## src/if_pkg.sv

```systemverilog
/*
 * Instruction fetch package
 * PC-mux codes, widths, buffer depth and the buffered fetch entry
 */

package if_pkg;

  ////////////////////////////////////////
  // Widths
  ////////////////////////////////////////

  localparam int unsigned XLEN         = 32; // Data and address width
  localparam int unsigned MTVEC_ADDR_W = 25; // Trap base field
  localparam int unsigned IRQ_ID_W     = 5;  // Interrupt id for vectoring

  // Default instruction buffer depth
  localparam int unsigned ALBUF_DEPTH  = 3;

  ////////////////////////////////////////
  // Redirect source select
  ////////////////////////////////////////

  typedef enum logic [2:0] {
    PC_BOOT     = 3'd0, // Boot address
    PC_JUMP     = 3'd1, // Jump target from ID
    PC_BRANCH   = 3'd2, // Branch target from EX
    PC_MRET     = 3'd3, // Return from trap
    PC_DRET     = 3'd4, // Return from debug
    PC_TRAP_IRQ = 3'd5, // Vectored interrupt
    PC_TRAP_DBD = 3'd6  // Debug halt entry
  } pc_mux_e;

  // One completed fetch as held in the buffer
  typedef struct packed {
    logic [XLEN-1:0] pc;    // Fetch address
    logic [XLEN-1:0] instr; // Instruction word
    logic            err;   // Bus error on this fetch
  } fetch_entry_t;

endpackage

```

## src/fetch_out_if.sv

```systemverilog
/*
 * Buffered instruction channel
 * Carries the buffer head from the prefetch unit to the IF/ID register
 */

interface fetch_out_if;

  logic                 valid; // Buffer not empty
  logic                 ready; // IF/ID takes the head
  if_pkg::fetch_entry_t entry; // Buffer head

  // Prefetch side
  modport src (
    output valid,
    output entry,
    input  ready
  );

  // IF/ID register side
  modport dst (
    input  valid,
    input  entry,
    output ready
  );

endinterface

```

## src/pc_select.sv

```systemverilog
/*
 * Next fetch address selection
 * Picks the redirect target and flags mtvec init on boot
 */

module pc_select (
  input  logic                                pc_set_i,        // Redirect this cycle
  input  if_pkg::pc_mux_e                     pc_mux_i,        // Redirect source
  input  logic [if_pkg::XLEN-1:0]             boot_addr_i,
  input  logic [if_pkg::XLEN-1:0]             jump_target_i,
  input  logic [if_pkg::XLEN-1:0]             branch_target_i,
  input  logic [if_pkg::XLEN-1:0]             mepc_i,
  input  logic [if_pkg::XLEN-1:0]             dpc_i,
  input  logic [if_pkg::XLEN-1:0]             dm_halt_addr_i,
  input  logic [if_pkg::MTVEC_ADDR_W-1:0]     mtvec_addr_i,    // Trap base MSBs
  input  logic [if_pkg::IRQ_ID_W-1:0]         irq_id_i,        // Vector index
  output logic [if_pkg::XLEN-1:0]             target_o,        // Redirect address
  output logic                                csr_mtvec_init_o // Init mtvec in CSR file
);

  // Target mux
  always_comb begin
    case (pc_mux_i)
      if_pkg::PC_BOOT:     target_o = {boot_addr_i[31:2], 2'b00}; // Word aligned
      if_pkg::PC_JUMP:     target_o = jump_target_i;
      if_pkg::PC_BRANCH:   target_o = branch_target_i;
      if_pkg::PC_MRET:     target_o = mepc_i;                     // Back to trapped PC
      if_pkg::PC_DRET:     target_o = dpc_i;
      // Base, then interrupt id, then word offset
      if_pkg::PC_TRAP_IRQ: target_o = {mtvec_addr_i, irq_id_i, 2'b00};
      if_pkg::PC_TRAP_DBD: target_o = {dm_halt_addr_i[31:2], 2'b00};
      default:             target_o = {boot_addr_i[31:2], 2'b00}; // Unused code
    endcase
  end

  // Boot redirect also initialises the trap base
  assign csr_mtvec_init_o = pc_set_i && (pc_mux_i == if_pkg::PC_BOOT);

endmodule

```

## src/fetch_fifo.sv

```systemverilog
/*
 * Small synchronous FIFO
 * Circular buffer with a payload type parameter and a one-edge flush
 */

module fetch_fifo #(
  parameter int unsigned DEPTH = 2,
  parameter type         T     = logic [31:0],
  localparam int unsigned CNT_W = $clog2(DEPTH + 1),
  localparam int unsigned PTR_W = (DEPTH > 1) ? $clog2(DEPTH) : 1
) (
  input  logic             clk,
  input  logic             rst_n,
  input  logic             flush_i, // Drop all entries
  input  logic             push_i,
  input  T                 wdata_i,
  input  logic             pop_i,
  output T                 rdata_o, // Oldest entry
  output logic             empty_o,
  output logic [CNT_W-1:0] count_o
);

  T                 mem [DEPTH]; // Storage
  logic [PTR_W-1:0] rd_ptr_q;
  logic [PTR_W-1:0] wr_ptr_q;
  logic [CNT_W-1:0] count_q;
  logic             do_push;
  logic             do_pop;

  // Wrap for non power-of-two depths
  function automatic logic [PTR_W-1:0] ptr_inc(input logic [PTR_W-1:0] ptr);
    ptr_inc = (ptr == PTR_W'(DEPTH - 1)) ? '0 : ptr + 1'b1;
  endfunction

  assign do_pop  = pop_i && !empty_o;  // Pop on empty ignored
  assign do_push = push_i && !flush_i; // Flush wins over push

  always_ff @(posedge clk, negedge rst_n) begin
    if (!rst_n) begin
      rd_ptr_q <= '0;
      wr_ptr_q <= '0;
      count_q  <= '0;
    end else if (flush_i) begin
      rd_ptr_q <= '0;
      wr_ptr_q <= '0;
      count_q  <= '0;
    end else begin
      if (do_push) wr_ptr_q <= ptr_inc(wr_ptr_q);
      if (do_pop)  rd_ptr_q <= ptr_inc(rd_ptr_q);
      count_q <= count_q + CNT_W'(do_push) - CNT_W'(do_pop);
    end
  end

  // Payload storage
  always_ff @(posedge clk) begin
    if (do_push) begin
      mem[wr_ptr_q] <= wdata_i;
    end
  end

  assign rdata_o = mem[rd_ptr_q];
  assign empty_o = (count_q == '0);
  assign count_o = count_q;

endmodule

```

## src/prefetch_unit.sv

```systemverilog
/*
 * Prefetch unit
 * Issues word fetches, tracks outstanding requests, drops stale
 * responses after a redirect and buffers completed fetches
 */

module prefetch_unit #(
  parameter int unsigned MAX_OUTSTANDING = 2,
  parameter int unsigned BUF_DEPTH       = if_pkg::ALBUF_DEPTH
) (
  input  logic                    clk,
  input  logic                    rst_n,
  input  logic                    pc_set_i,  // Redirect
  input  logic [if_pkg::XLEN-1:0] target_i,  // Redirect address
  input  logic                    kill_i,    // Discard buffer head
  // Instruction bus
  output logic                    req_o,
  output logic [if_pkg::XLEN-1:0] addr_o,
  input  logic                    gnt_i,
  input  logic                    rvalid_i,
  input  logic [if_pkg::XLEN-1:0] rdata_i,
  input  logic                    err_i,
  output logic                    busy_o,    // Requests in flight
  fetch_out_if.src                fetch_out
);

  localparam int unsigned OUT_W     = $clog2(MAX_OUTSTANDING + 1);
  localparam int unsigned BUF_CNT_W = $clog2(BUF_DEPTH + 1);

  logic                    active_q;      // Set by first redirect
  logic [if_pkg::XLEN-1:0] fetch_addr_q;
  logic [OUT_W-1:0]        outstanding_q; // Granted, not yet answered
  logic [OUT_W-1:0]        outstanding_n;
  logic [OUT_W-1:0]        discard_q;     // Stale responses still to drop
  logic                    grant;
  logic                    resp_take;     // Response goes to the buffer
  logic                    issue_ok;
  logic [31:0]             inflight;      // Outstanding plus buffered

  logic [if_pkg::XLEN-1:0] resp_addr;     // Address paired with response
  logic                    addr_empty;
  if_pkg::fetch_entry_t    resp_entry;
  logic                    buf_empty;
  logic [BUF_CNT_W-1:0]    buf_count;
  logic                    buf_pop;

  ////////////////////////////////////////
  // Request issue
  ////////////////////////////////////////

  assign inflight = 32'(outstanding_q) + 32'(buf_count);
  assign issue_ok = (inflight < 32'(BUF_DEPTH)) &&
                    (outstanding_q < OUT_W'(MAX_OUTSTANDING));

  assign req_o  = active_q && issue_ok;
  assign addr_o = fetch_addr_q;
  assign grant  = req_o && gnt_i;
  assign busy_o = (outstanding_q != '0);

  assign outstanding_n = outstanding_q + OUT_W'(grant) - OUT_W'(rvalid_i);

  always_ff @(posedge clk, negedge rst_n) begin
    if (!rst_n) begin
      active_q     <= 1'b0;
      fetch_addr_q <= '0;
    end else if (pc_set_i) begin
      active_q     <= 1'b1;
      fetch_addr_q <= {target_i[31:2], 2'b00}; // Fetch whole words only
    end else if (grant) begin
      fetch_addr_q <= fetch_addr_q + 32'd4;    // Next word
    end
  end

  ////////////////////////////////////////
  // Outstanding and discard tracking
  ////////////////////////////////////////

  always_ff @(posedge clk, negedge rst_n) begin
    if (!rst_n) begin
      outstanding_q <= '0;
      discard_q     <= '0;
    end else begin
      outstanding_q <= outstanding_n;
      if (pc_set_i) begin
        discard_q <= outstanding_n;          // Everything in flight is stale now
      end else if (rvalid_i && (discard_q != '0)) begin
        discard_q <= discard_q - 1'b1;       // Drop one stale response
      end
    end
  end

  // Live response, paired with the oldest granted address
  assign resp_take = rvalid_i && (discard_q == '0) && !addr_empty && !pc_set_i;

  fetch_fifo #(
    .DEPTH (MAX_OUTSTANDING),
    .T     (logic [if_pkg::XLEN-1:0])
  ) addr_fifo_i (
    .clk     (clk),
    .rst_n   (rst_n),
    .flush_i (pc_set_i),
    .push_i  (grant),
    .wdata_i (fetch_addr_q),
    .pop_i   (resp_take),
    .rdata_o (resp_addr),
    .empty_o (addr_empty),
    .count_o ()
  );

  ////////////////////////////////////////
  // Instruction buffer
  ////////////////////////////////////////

  always_comb begin
    resp_entry.pc    = resp_addr;
    resp_entry.instr = rdata_i;
    resp_entry.err   = err_i;
  end

  // Kill drops the head whatever ready says
  assign buf_pop = (fetch_out.valid && fetch_out.ready) || kill_i;

  fetch_fifo #(
    .DEPTH (BUF_DEPTH),
    .T     (if_pkg::fetch_entry_t)
  ) buf_fifo_i (
    .clk     (clk),
    .rst_n   (rst_n),
    .flush_i (pc_set_i),
    .push_i  (resp_take),
    .wdata_i (resp_entry),
    .pop_i   (buf_pop),
    .rdata_o (fetch_out.entry),
    .empty_o (buf_empty),
    .count_o (buf_count)
  );

  assign fetch_out.valid = !buf_empty;

endmodule

```

## src/if_id_register.sv

```systemverilog
/*
 * IF/ID pipeline register
 * Takes the buffer head under halt, kill and ID back-pressure
 */

module if_id_register (
  input  logic                    clk,
  input  logic                    rst_n,
  input  logic                    halt_i,      // No transfer out of the buffer
  input  logic                    kill_i,      // Head discarded, nothing loaded
  input  logic                    id_ready_i,  // ID can take an instruction
  output logic                    instr_valid_o,
  output logic [if_pkg::XLEN-1:0] instr_o,
  output logic [if_pkg::XLEN-1:0] pc_o,
  output logic                    bus_err_o,
  output logic                    illegal_c_o, // Not a 32-bit encoding
  fetch_out_if.dst                fetch_out
);

  logic load;     // Head moves into the register
  logic illegal;  // Low bits not 2'b11

  // Halt blocks the transfer, kill is taken care of upstream
  assign fetch_out.ready = id_ready_i && !halt_i;

  assign load = fetch_out.valid && fetch_out.ready && !kill_i;

  // Compressed words are not expanded here, only flagged
  assign illegal = (fetch_out.entry.instr[1:0] != 2'b11) && !fetch_out.entry.err;

  ////////////////////////////////////////
  // Valid
  ////////////////////////////////////////

  always_ff @(posedge clk, negedge rst_n) begin
    if (!rst_n) begin
      instr_valid_o <= 1'b0;
    end else if (load) begin
      instr_valid_o <= 1'b1;
    end else if (id_ready_i) begin
      instr_valid_o <= 1'b0; // Consumed, nothing new
    end
    // id_ready_i low holds everything
  end

  // Payload, only written on a load
  always_ff @(posedge clk) begin
    if (load) begin
      instr_o     <= fetch_out.entry.instr;
      pc_o        <= fetch_out.entry.pc;
      bus_err_o   <= fetch_out.entry.err;
      illegal_c_o <= illegal;
    end
  end

endmodule

```

## src/if_stage.sv

```systemverilog
/*
 * Instruction fetch stage
 * Next-PC select, prefetch with buffering and the IF/ID register
 */

module if_stage #(
  parameter int unsigned MAX_OUTSTANDING = 2,                  // Bus requests in flight
  parameter int unsigned BUF_DEPTH       = if_pkg::ALBUF_DEPTH // Buffered fetches
) (
  input  logic                            clk,
  input  logic                            rst_n,
  // Redirect control
  input  logic                            pc_set_i,
  input  if_pkg::pc_mux_e                 pc_mux_i,
  input  logic [if_pkg::XLEN-1:0]         boot_addr_i,
  input  logic [if_pkg::XLEN-1:0]         jump_target_i,
  input  logic [if_pkg::XLEN-1:0]         branch_target_i,
  input  logic [if_pkg::XLEN-1:0]         mepc_i,
  input  logic [if_pkg::XLEN-1:0]         dpc_i,
  input  logic [if_pkg::XLEN-1:0]         dm_halt_addr_i,
  input  logic [if_pkg::MTVEC_ADDR_W-1:0] mtvec_addr_i,
  input  logic [if_pkg::IRQ_ID_W-1:0]     irq_id_i,
  // Stage control
  input  logic                            halt_if_i,
  input  logic                            kill_if_i,
  input  logic                            id_ready_i,
  // Instruction bus
  output logic                            instr_req_o,
  output logic [if_pkg::XLEN-1:0]         instr_addr_o,
  input  logic                            instr_gnt_i,
  input  logic                            instr_rvalid_i,
  input  logic [if_pkg::XLEN-1:0]         instr_rdata_i,
  input  logic                            instr_err_i,
  // To ID
  output logic                            instr_valid_o,
  output logic [if_pkg::XLEN-1:0]         instr_o,
  output logic [if_pkg::XLEN-1:0]         pc_id_o,
  output logic                            bus_err_o,
  output logic                            illegal_c_o,
  // Status
  output logic                            if_busy_o,
  output logic                            csr_mtvec_init_o
);

  logic [if_pkg::XLEN-1:0] target; // Redirect address

  fetch_out_if fetch_out ();        // Buffer head to IF/ID

  pc_select pc_select_i (
    .pc_set_i         (pc_set_i),
    .pc_mux_i         (pc_mux_i),
    .boot_addr_i      (boot_addr_i),
    .jump_target_i    (jump_target_i),
    .branch_target_i  (branch_target_i),
    .mepc_i           (mepc_i),
    .dpc_i            (dpc_i),
    .dm_halt_addr_i   (dm_halt_addr_i),
    .mtvec_addr_i     (mtvec_addr_i),
    .irq_id_i         (irq_id_i),
    .target_o         (target),
    .csr_mtvec_init_o (csr_mtvec_init_o)
  );

  prefetch_unit #(
    .MAX_OUTSTANDING (MAX_OUTSTANDING),
    .BUF_DEPTH       (BUF_DEPTH)
  ) prefetch_unit_i (
    .clk       (clk),
    .rst_n     (rst_n),
    .pc_set_i  (pc_set_i),
    .target_i  (target),
    .kill_i    (kill_if_i),
    .req_o     (instr_req_o),
    .addr_o    (instr_addr_o),
    .gnt_i     (instr_gnt_i),
    .rvalid_i  (instr_rvalid_i),
    .rdata_i   (instr_rdata_i),
    .err_i     (instr_err_i),
    .busy_o    (if_busy_o),
    .fetch_out (fetch_out.src)
  );

  if_id_register if_id_register_i (
    .clk           (clk),
    .rst_n         (rst_n),
    .halt_i        (halt_if_i),
    .kill_i        (kill_if_i),
    .id_ready_i    (id_ready_i),
    .instr_valid_o (instr_valid_o),
    .instr_o       (instr_o),
    .pc_o          (pc_id_o),
    .bus_err_o     (bus_err_o),
    .illegal_c_o   (illegal_c_o),
    .fetch_out     (fetch_out.dst)
  );

endmodule

```

## config.mk

```make
export PLATFORM = sky130hd
export DESIGN_NAME = if_stage
export DESIGN_NICKNAME = d
export VERILOG_FILES = /design/src/if_pkg.sv /design/src/fetch_out_if.sv /design/src/pc_select.sv /design/src/fetch_fifo.sv /design/src/prefetch_unit.sv /design/src/if_id_register.sv /design/src/if_stage.sv
export SDC_FILE = /design/constraint.sdc
export NUM_CORES = 1
export LEC_CHECK = 0
export BUFFER_PORTS_ARGS = -buffer_cell sky130_fd_sc_hd__buf_2
export CORE_AREA = 2 2 173 175
export DETAILED_ROUTE_END_ITERATION = 12
export DIE_AREA = 0 0 175 177
export PLACE_DENSITY_LB_ADDON = 0.25
export SLEW_MARGIN = 20
export SYNTH_ARGS = -nofsm -noshare
export SYNTH_HDL_FRONTEND = slang
export SYNTH_SLANG_ARGS = --single-unit
```

## constraint.sdc

```tcl
create_clock -name clk -period 9.7 [get_ports clk]
set_clock_uncertainty 0.15 [all_clocks]
set_input_delay 2.91 -clock clk [delete_from_list [all_inputs] [get_ports clk]]
set_output_delay 2.91 -clock clk [all_outputs]
set_load 0.02 [all_outputs]
```

==> run summary, run 1 <==
Status = complete, no violations
CTS tree = yes
WL/cell = 20.7 um
Clock Latency Late Sink = 500 ps
Antenna cell count = 0
CP delay by family, top = buffers and inverters
Core Rows = 63
Post-DP HPWL = 27400 um
PwrDens = 210 nW/um^2
Crit path capture type = output port
Comb pwr share = 17.3%
Aggregate global-route resource usage = 24.5%
Layout cells sized above 1 = 33.0%
Num CTS Buffers = 35
Post_cts resized = 0
P_int = 2.88 mW
CTS Root Cell = clkbuf_16
Critical-path cell list = buf_2, buf_4, inv_2, and3_1, buf_2
CP Class = primary input to output port
Vias in the first global route = 10.3k
CP Max Fanout = 45
FF+latch count, synth = 359
Hold buffer count at CTS = 0
IO Port Bufs = 351
Clock power share = 33.1%
Max Root-Sink Buffers = 3
Post-synth top flop = edfxtp_1
Avg Inst Size Synth = 14.0 sq um
Core area = 29200 sq um
Most frequent CP cell = buf_2
Startpoint types = primary input
CP bufs+invs = 4
Post-route DRC = 0
Endpoints failing hold = 0
Post-DRT Antenna Nets = 0
Slew Limit Fails = 0
Relative slew slack = 41.1%
Crit path required time = 6640 ps
Nets = 1721
Num ports = 368
Setup tns final = 0 ps
Fmax = 0.138 GHz
WL final = 38500 um
Number of synthesis warnings = 0
Period Utilization, post-route = 74.9%
Critical Path Slowest Stage Cell = buf_4
Clock-pin slew on the worst setup and hold paths = 60 ps
RSZ-0062 raised after global routing = no
Die H = 177 um
Leakage = 6.93 nW
Sw frac = 26.5%
Global-route wire length before repair = 57800 um
Die width = 175 um
Largest net degree at the start of global routing = 73
Max cap viols = 0
Sequential Power Share = 49.6%
Worst EP arrival = 4210 ps
Grt total ovfl = 0
Area grow syn2layout = 20.7%
Placed insts = 1798
Register area share after synthesis = 68.0%
Finish-stage setup viols = 0
Final Instance Count excl. Fillers = 1861
Post-synth EDFFs = 313
Vias per cell = 5.51
Starting Density = 53.0%
# clock sinks = 359
Post-CTS Repair Setup Buffers = 0
Synthesized area = 15500 sq um
Synth Instances = 1105
Via count = 10.3k
Max incr delay on CP = 400 ps
Min cycle time layout = 7270 ps
GP Congestion = 0.953
Synth cell types = 76
Share of synthesized flip-flops with an asynchronous set or reset = 12.8%
H-tree lvl count = 2
Die ar. = 31000 sq um
Iter 0 DRT Violations = 810
Slew @ Worst Pin = 882 ps
Hold crit path type = flip-flop to flip-flop
Initial antenna violation count = 0
VDD IR-drop max = 0.000106 V
Drt first pass iters = 5
Sw Pwr = 1.04 mW
-- layout make-up --
type	count	area (sq um)
multi-input combinational	657	4580
sequential	359	10600
clock inverter	17	144
timing repair buffer	370	1900
inverter	22	82.6
fill	2207	10500
clock buffer	46	970
tap	390	488
-- synthesized netlist by cell type (8+ instances only) --
| cell | n | share of area [%] |
|---|---|---|
| nor3_1 | 18 | 0.58 |
| a221oi_1 | 12 | 0.68 |
| ha_1 | 9 | 0.73 |
| edfxtp_1 | 313 | 61 |
| mux2i_1 | 91 | 5.9 |
| nor2_1 | 44 | 1.1 |
| and3_1 | 10 | 0.40 |
| dfrtp_1 | 46 | 7.4 |
| buf_2 | 21 | 0.68 |
| xnor2_1 | 22 | 1.2 |
| clkbuf_1 | 33 | 0.80 |
| xor2_1 | 11 | 0.62 |
| nand2b_1 | 8 | 0.32 |
| o221ai_1 | 8 | 0.45 |
| o211ai_1 | 11 | 0.53 |
| nand2_1 | 95 | 2.3 |
| inv_1 | 21 | 0.51 |
| o21ai_0 | 105 | 3.4 |
| o22ai_1 | 30 | 1.2 |
| nand3_1 | 10 | 0.32 |
| nor2b_1 | 15 | 0.60 |
| a21oi_1 | 32 | 1.0 |
| mux2_2 | 39 | 2.8 |
-- placed cells by master, fill, tap and decap left out, types with 17 or more instances in the layout --
cell type / count
o22ai_1: 30
nor3_1: 17
buf_2: 350
dfrtp_1: 44
a21oi_1: 32
edfxtp_1: 313
nor2_1: 43
clkbuf_16: 37
nand2_1: 95
mux2_2: 39
mux2i_1: 91
inv_1: 21
buf_4: 20
xnor2_1: 22
o21ai_0: 105
-- power groups by stage --
stage	logic (mW)	registers, mW	clock network, mW
after CTS	0.685	1.95	1.33
after global placement	0.660	1.97	0
after floorplan	0.439	1.97	0
after detailed placement	0.679	1.98	0
after global routing	0.743	1.96	1.39
final	0.678	1.94	1.30
-- registers in the layout, summed over array words and instances, names as in the netlist --
name	cells
if_id_register_i.illegal_c_o	1
prefetch_unit_i.addr_fifo_i.count_o	2
prefetch_unit_i.discard_q	2
prefetch_unit_i.buf_fifo_i.wr_ptr_q	2
if_id_register_i.pc_o	30
prefetch_unit_i.addr_fifo_i.rd_ptr_q	1
prefetch_unit_i.active_q	1
if_id_register_i.instr_valid_o	1
if_id_register_i.bus_err_o	1
prefetch_unit_i.addr_fifo_i.mem	60
prefetch_unit_i.addr_o	30
prefetch_unit_i.buf_fifo_i.mem	189
prefetch_unit_i.addr_fifo_i.wr_ptr_q	1
if_id_register_i.instr_o	32
prefetch_unit_i.buf_fifo_i.rd_ptr_q	2
prefetch_unit_i.buf_fifo_i.count_o	2
prefetch_unit_i.outstanding_q	2
-- per-layer routing --
layer	up-vias	share of wire, %	global-route usage, %	wire, um
met5	-	0	0	0
met2	411	50	42.2	19100
li1	4888	-	-	-
met4	0	5.1	12.7	1970
met1	4851	39	29.9	15000
met3	109	6.1	4.32	2340
-- final timing paths --
path,startpoint,endpoint,slack (ps),cells past startpoint
min reg2reg,prefetch_unit_i.active_q,prefetch_unit_i.active_q,330,1
max,pc_mux_i[2],csr_mtvec_init_o,2430,5
min in group asynchronous,rst_n,prefetch_unit_i.active_q,2270,1
min,prefetch_unit_i.active_q,prefetch_unit_i.active_q,330,1
max in group asynchronous,rst_n,prefetch_unit_i.buf_fifo_i.rd_ptr_q[1],6660,1
max reg2reg,prefetch_unit_i.buf_fifo_i.count_o[0],prefetch_unit_i.addr_fifo_i.count_o[0],6580,9
-- through the flow --
step                      area [sq um]  hold slack [ps]  setup slack [ps]  power, mW  util [%]
after global routing             18700              364              2370       4.09      64.0
after floorplan                  15500              293               993       2.41         -
after CTS                        18700              333              2460       3.96      64.0
final                            18700              329              2430       3.92      64.0
after detailed placement         17600              318              2470       2.66      60.2
after global placement           17600              308              2450       2.63      60.2
-- cells by family (layout without fill, tap and decap cells) --
| logic type | Yosys count | in the layout | synth area share (%) |
|---|---|---|---|
| xor gates and xnor gates | 33 | 33 | 1.86 |
| muxes | 130 | 130 | 8.70 |
| DFF | 359 | 359 | 68.0 |
| adders and majority gates | 10 | 10 | 0.855 |
| other | 1 | 4 | 0.0242 |
| buffers and inverters | 92 | 455 | 2.77 |
| AOI/OAI and AO/OA | 245 | 245 | 9.88 |
| and+or+nand+nor | 235 | 235 | 7.89 |
-- worst reg2reg max path: stages, from the launching register on --
cell     delay (ps)
dfrtp_1         420
ha_1            230
fa_1            480
a21bo_2         270
nor4b_4         520
nand2_1         190
ha_1            310
inv_1            40
ha_1            250
nor2b_1         120
Power figures use the tool's default switching activity.
==> run 2, diff against run 1 <==
--- a/config.mk
+++ b/config.mk
@@ -5,10 +5,11 @@
 export SDC_FILE = /design/constraint.sdc
 export NUM_CORES = 1
 export LEC_CHECK = 0
+export ABC_AREA = 1
 export BUFFER_PORTS_ARGS = -buffer_cell sky130_fd_sc_hd__buf_2
-export CORE_AREA = 2 2 173 175
+export CORE_AREA = 2 2 184 186
 export DETAILED_ROUTE_END_ITERATION = 12
-export DIE_AREA = 0 0 175 177
+export DIE_AREA = 0 0 186 188
 export PLACE_DENSITY_LB_ADDON = 0.25
 export SLEW_MARGIN = 20
 export SYNTH_ARGS = -nofsm -noshare
==> constraint.sdc (replaced) <==
create_clock -name clk -period 5.95 [get_ports clk]
set_clock_uncertainty 0.15 [all_clocks]
set_input_delay 1.785 -clock clk [delete_from_list [all_inputs] [get_ports clk]]
set_output_delay 1.785 -clock clk [all_outputs]
set_load 0.02 [all_outputs]
==> run 2 against run 1 <==
Clock power grew 67%. Global-route usage is 0.58 points lower. Final cell count is 27% higher. Flip-flop and latch count unchanged. Final area grew 3.0%. Worst setup slack worse by 1200 ps. Utilization fell by 5.8 points. Highest routed layer is now met5. Largest cell class unchanged. Via count rose by 17%.
==> run summary, run 2 <==
Main combinational cell family by area after synthesis = simple AND/OR/NAND/NOR gates
Via count = 12.0k (+17%)
Synth Area in Adders = 0.832% (-0.023 points)
Post-synth top area share = 59.0% (-1.6 points)
Relative slew slack = 30.6% (-10 points)
Yosys top cell by area = edfxtp_1
Post_cts resized = 0 (unchanged)
Synth Area in Compound Gates = 3.36% (-6.5 points)
Aggregate global-route resource usage = 24.0% (-0.58 points)
Met2 usage = 41.3% (-0.90 points)
IO Port Bufs = 351 (unchanged)
M1 GR Usage = 29.9% (+0.062 points)
Area contributors post-synth = edfxtp_1 (59%), nand2_1 (13%), dfrtp_1 (7.2%)
Die H = 188 um (+6.2%)
Critical-path cell list = buf_2, nor4_1, buf_2
Status = complete, no violations
Util after Layout = 58.2% (-5.8 points)
Post-synthesis simple-gate area fraction = 22.3% (+14 points)
Commonest cells post-synth = nand2_1 (549), edfxtp_1 (313), nor2_1 (125)
Post-synth top flop = edfxtp_1
Hold crit path type = flip-flop to flip-flop
Critical Path Slowest Stage Cell = nor4_1
Min cycle time layout = 4670 ps
Share of synthesized flip-flops with an asynchronous set or reset = 12.8% (unchanged)
Clock-pin slew on the worst setup and hold paths = 60 ps (about the same)
Post-synthesis mux area share = 2.12% (-6.6 points)
Initial antenna violation count = 3 (+3)
Setup tns final = 0 ps (unchanged)
Leakage = 8.18 nW (+18%)
Avg Inst Size Synth = 10.3 sq um (-26%)
Slew Limit Fails = 0 (unchanged)
Num ports = 368 (unchanged)
Iter 0 DRT Violations = 672 (-17%)
Die width = 186 um (+6.3%)
Max Root-Sink Buffers = 3 (unchanged)
Synthesized area = 15900 sq um (+2.7%)
Post-CTS Repair Setup Buffers = 0 (unchanged)
Area after DPL = 18100 sq um (+3.0%)
Num CTS Buffers = 36 (+2.9%)
Max cap viols = 0 (unchanged)
Post-DP HPWL = 29600 um (+8.1%)
Vias per cell = 5.08 (-7.9%)
Crit path capture type = output port
Count leader, synth = nand2_1
Drt first pass iters = 5 (unchanged)
Number of synthesis warnings = 0 (unchanged)
Vias in the first global route = 11.8k (+15%)
Design area = 19300 sq um (+3.0%)
Worst EP arrival = 2730 ps (-1480 ps)
H-tree lvl count = 2 (unchanged)
CP delay by family, top = buffers and inverters
Largest net degree at the start of global routing = 66 (-9.6%)
Layout cells sized above 1 = 24.8% (-8.2 points)
Commonest non-fill, non-tap cells in the layout = nand2_1 (549), buf_2 (350), edfxtp_1 (313)
Synth Instances = 1544 (+40%)
Commonest non-fill, non-tap cell in the layout = nand2_1
VDD IR-drop max = 0.000224 V (+110%)
# clock sinks = 359 (unchanged)
FF+latch count, synth = 359 (unchanged)
Max incr delay on CP = 360 ps (-40 ps)
Global route hottest layer = met2
CP bufs+invs = 2 (-2)
Top reg by flops = prefetch_unit_i.buf_fifo_i.mem
Die ar. = 35000 sq um (+13%)
CP Max Fanout = 38 (-16%)
CTS tree = yes
R2R setup slack = 3150 ps (-3430 ps)
Period Utilization, post-route = 78.5%
Most frequent CP cell = buf_2
PwrDens = 369 nW/um^2 (+76%)
CTS Root Cell = clkbuf_16
Area grow syn2layout = 21.0%
Final Instance Count excl. Fillers = 2366 (+27%)
Max reg flops = 189 (unchanged)
Grt total ovfl = 0 (unchanged)
Placed insts = 2298 (+28%)
Post-DRT Antenna Nets = 0 (unchanged)
GRT met3 Usage = 4.62% (+0.31 points)
Core area = 33100 sq um (+13%)
Hold buffer count at CTS = 0 (unchanged)
Slew @ Worst Pin = 1030 ps (+153 ps)
Crit path required time = 4010 ps (-2630 ps)
Synth Area in XOR/XNOR = 0.330% (-1.5 points)
Post-synth EDFFs = 313 (unchanged)
Synth cell types = 37 (-51%)
Post-route DRC = 0 (unchanged)
WL/cell = 17.7 um (-14%)
Register area share after synthesis = 66.2% (-1.8 points)
Nets = 2164 (+26%)
Finish-stage setup viols = 0 (unchanged)
Core Rows = 67 (+6.3%)
Clock Latency Late Sink = 510 ps (about the same)
Fmax = 0.214 GHz
Startpoint types = primary input
Starting Density = 48.1% (-4.9 points)
Endpoints failing hold = 0 (unchanged)
Top flop regs = prefetch_unit_i.buf_fifo_i.mem: 189 flops, prefetch_unit_i.addr_fifo_i.mem: 60 flops, if_id_register_i.instr_o: 32 flops
WL final = 41900 um (+9.0%)
RSZ-0062 raised after global routing = no
GP Congestion = 0.926 (-2.9%)
CP Class = primary input to output port
Global-route wire length before repair = 63900 um (+10%)
==> run 2: cell type report <==
class                           count  area [sq um]
Multi-Input combinational cell   1009          4680
Antenna cell                        2          5.00
Clock buffer                       43           948
Clock inverter                     23           193
Tap cell                          448           561
Timing Repair Buffer              372          1930
Sequential cell                   359         10600
Inverter                          110           413
Fill cell                        2833         13800
==> run 2: path summary, 6_finish.rpt <==
check	start	endpoint	cells after the start
min in group asynchronous	rst_n	prefetch_unit_i.outstanding_q[1]	1
max in group asynchronous	rst_n	prefetch_unit_i.buf_fifo_i.rd_ptr_q[1]	1
max	pc_mux_i[0]	csr_mtvec_init_o	3
min	if_id_register_i.instr_valid_o	if_id_register_i.instr_valid_o	2
min reg2reg	if_id_register_i.instr_valid_o	if_id_register_i.instr_valid_o	2
max reg2reg	prefetch_unit_i.buf_fifo_i.count_o[0]	prefetch_unit_i.addr_fifo_i.mem[0][29]	9
==> run 2: tightest hold or removal path: stages (launching register included) <==
cell and delay [ps]:
dfrtp_1 350, nand2_1 50, o21ai_0 70
==> run 2: metrics by stage <==
| step | power (mW) | hold slack (ps) | setup WS, ps |
|---|---|---|---|
| 2_1_floorplan | 4.37 | 287 | 337 |
| 4_1_cts | 7.19 | 350 | 1290 |
| 6_report | 7.11 | 352 | 1280 |
| 3_5_place_dp | 5.01 | 326 | 1300 |
| 3_3_place_gp | 4.96 | 315 | 1320 |
| 5_1_grt | 7.50 | 381 | 1220 |
==> run 2: kinds of logic (layout without fill, tap and decap cells) <==
| logic type | after synthesis | after routing |
|---|---|---|
| and+or+nand+nor | 858 | 858 |
| DFF | 359 | 359 |
| buffers and inverters | 179 | 548 |
| AOI/OAI and AO/OA | 101 | 101 |
| muxes | 30 | 30 |
| adders and majority gates | 10 | 10 |
| xor gates and xnor gates | 6 | 6 |
| other | 1 | 6 |
==> run 2: metal layers <==
metal | part of all wire (%) | up-vias
met5 | 0.031 | -
met4 | 3.4 | 2
met3 | 6.9 | 72
met2 | 50 | 442
met1 | 40 | 5609
li1 | - | 5891
==> run 2: power breakdown <==
group,leakage (nW),internal (mW),total [mW],switching (mW)
Sequential,3.38,3.09,3.29,0.196
Combinational,4.24,0.529,1.65,1.12
Clock,0.550,1.27,2.17,0.894
Total,8.18,4.89,7.11,2.21
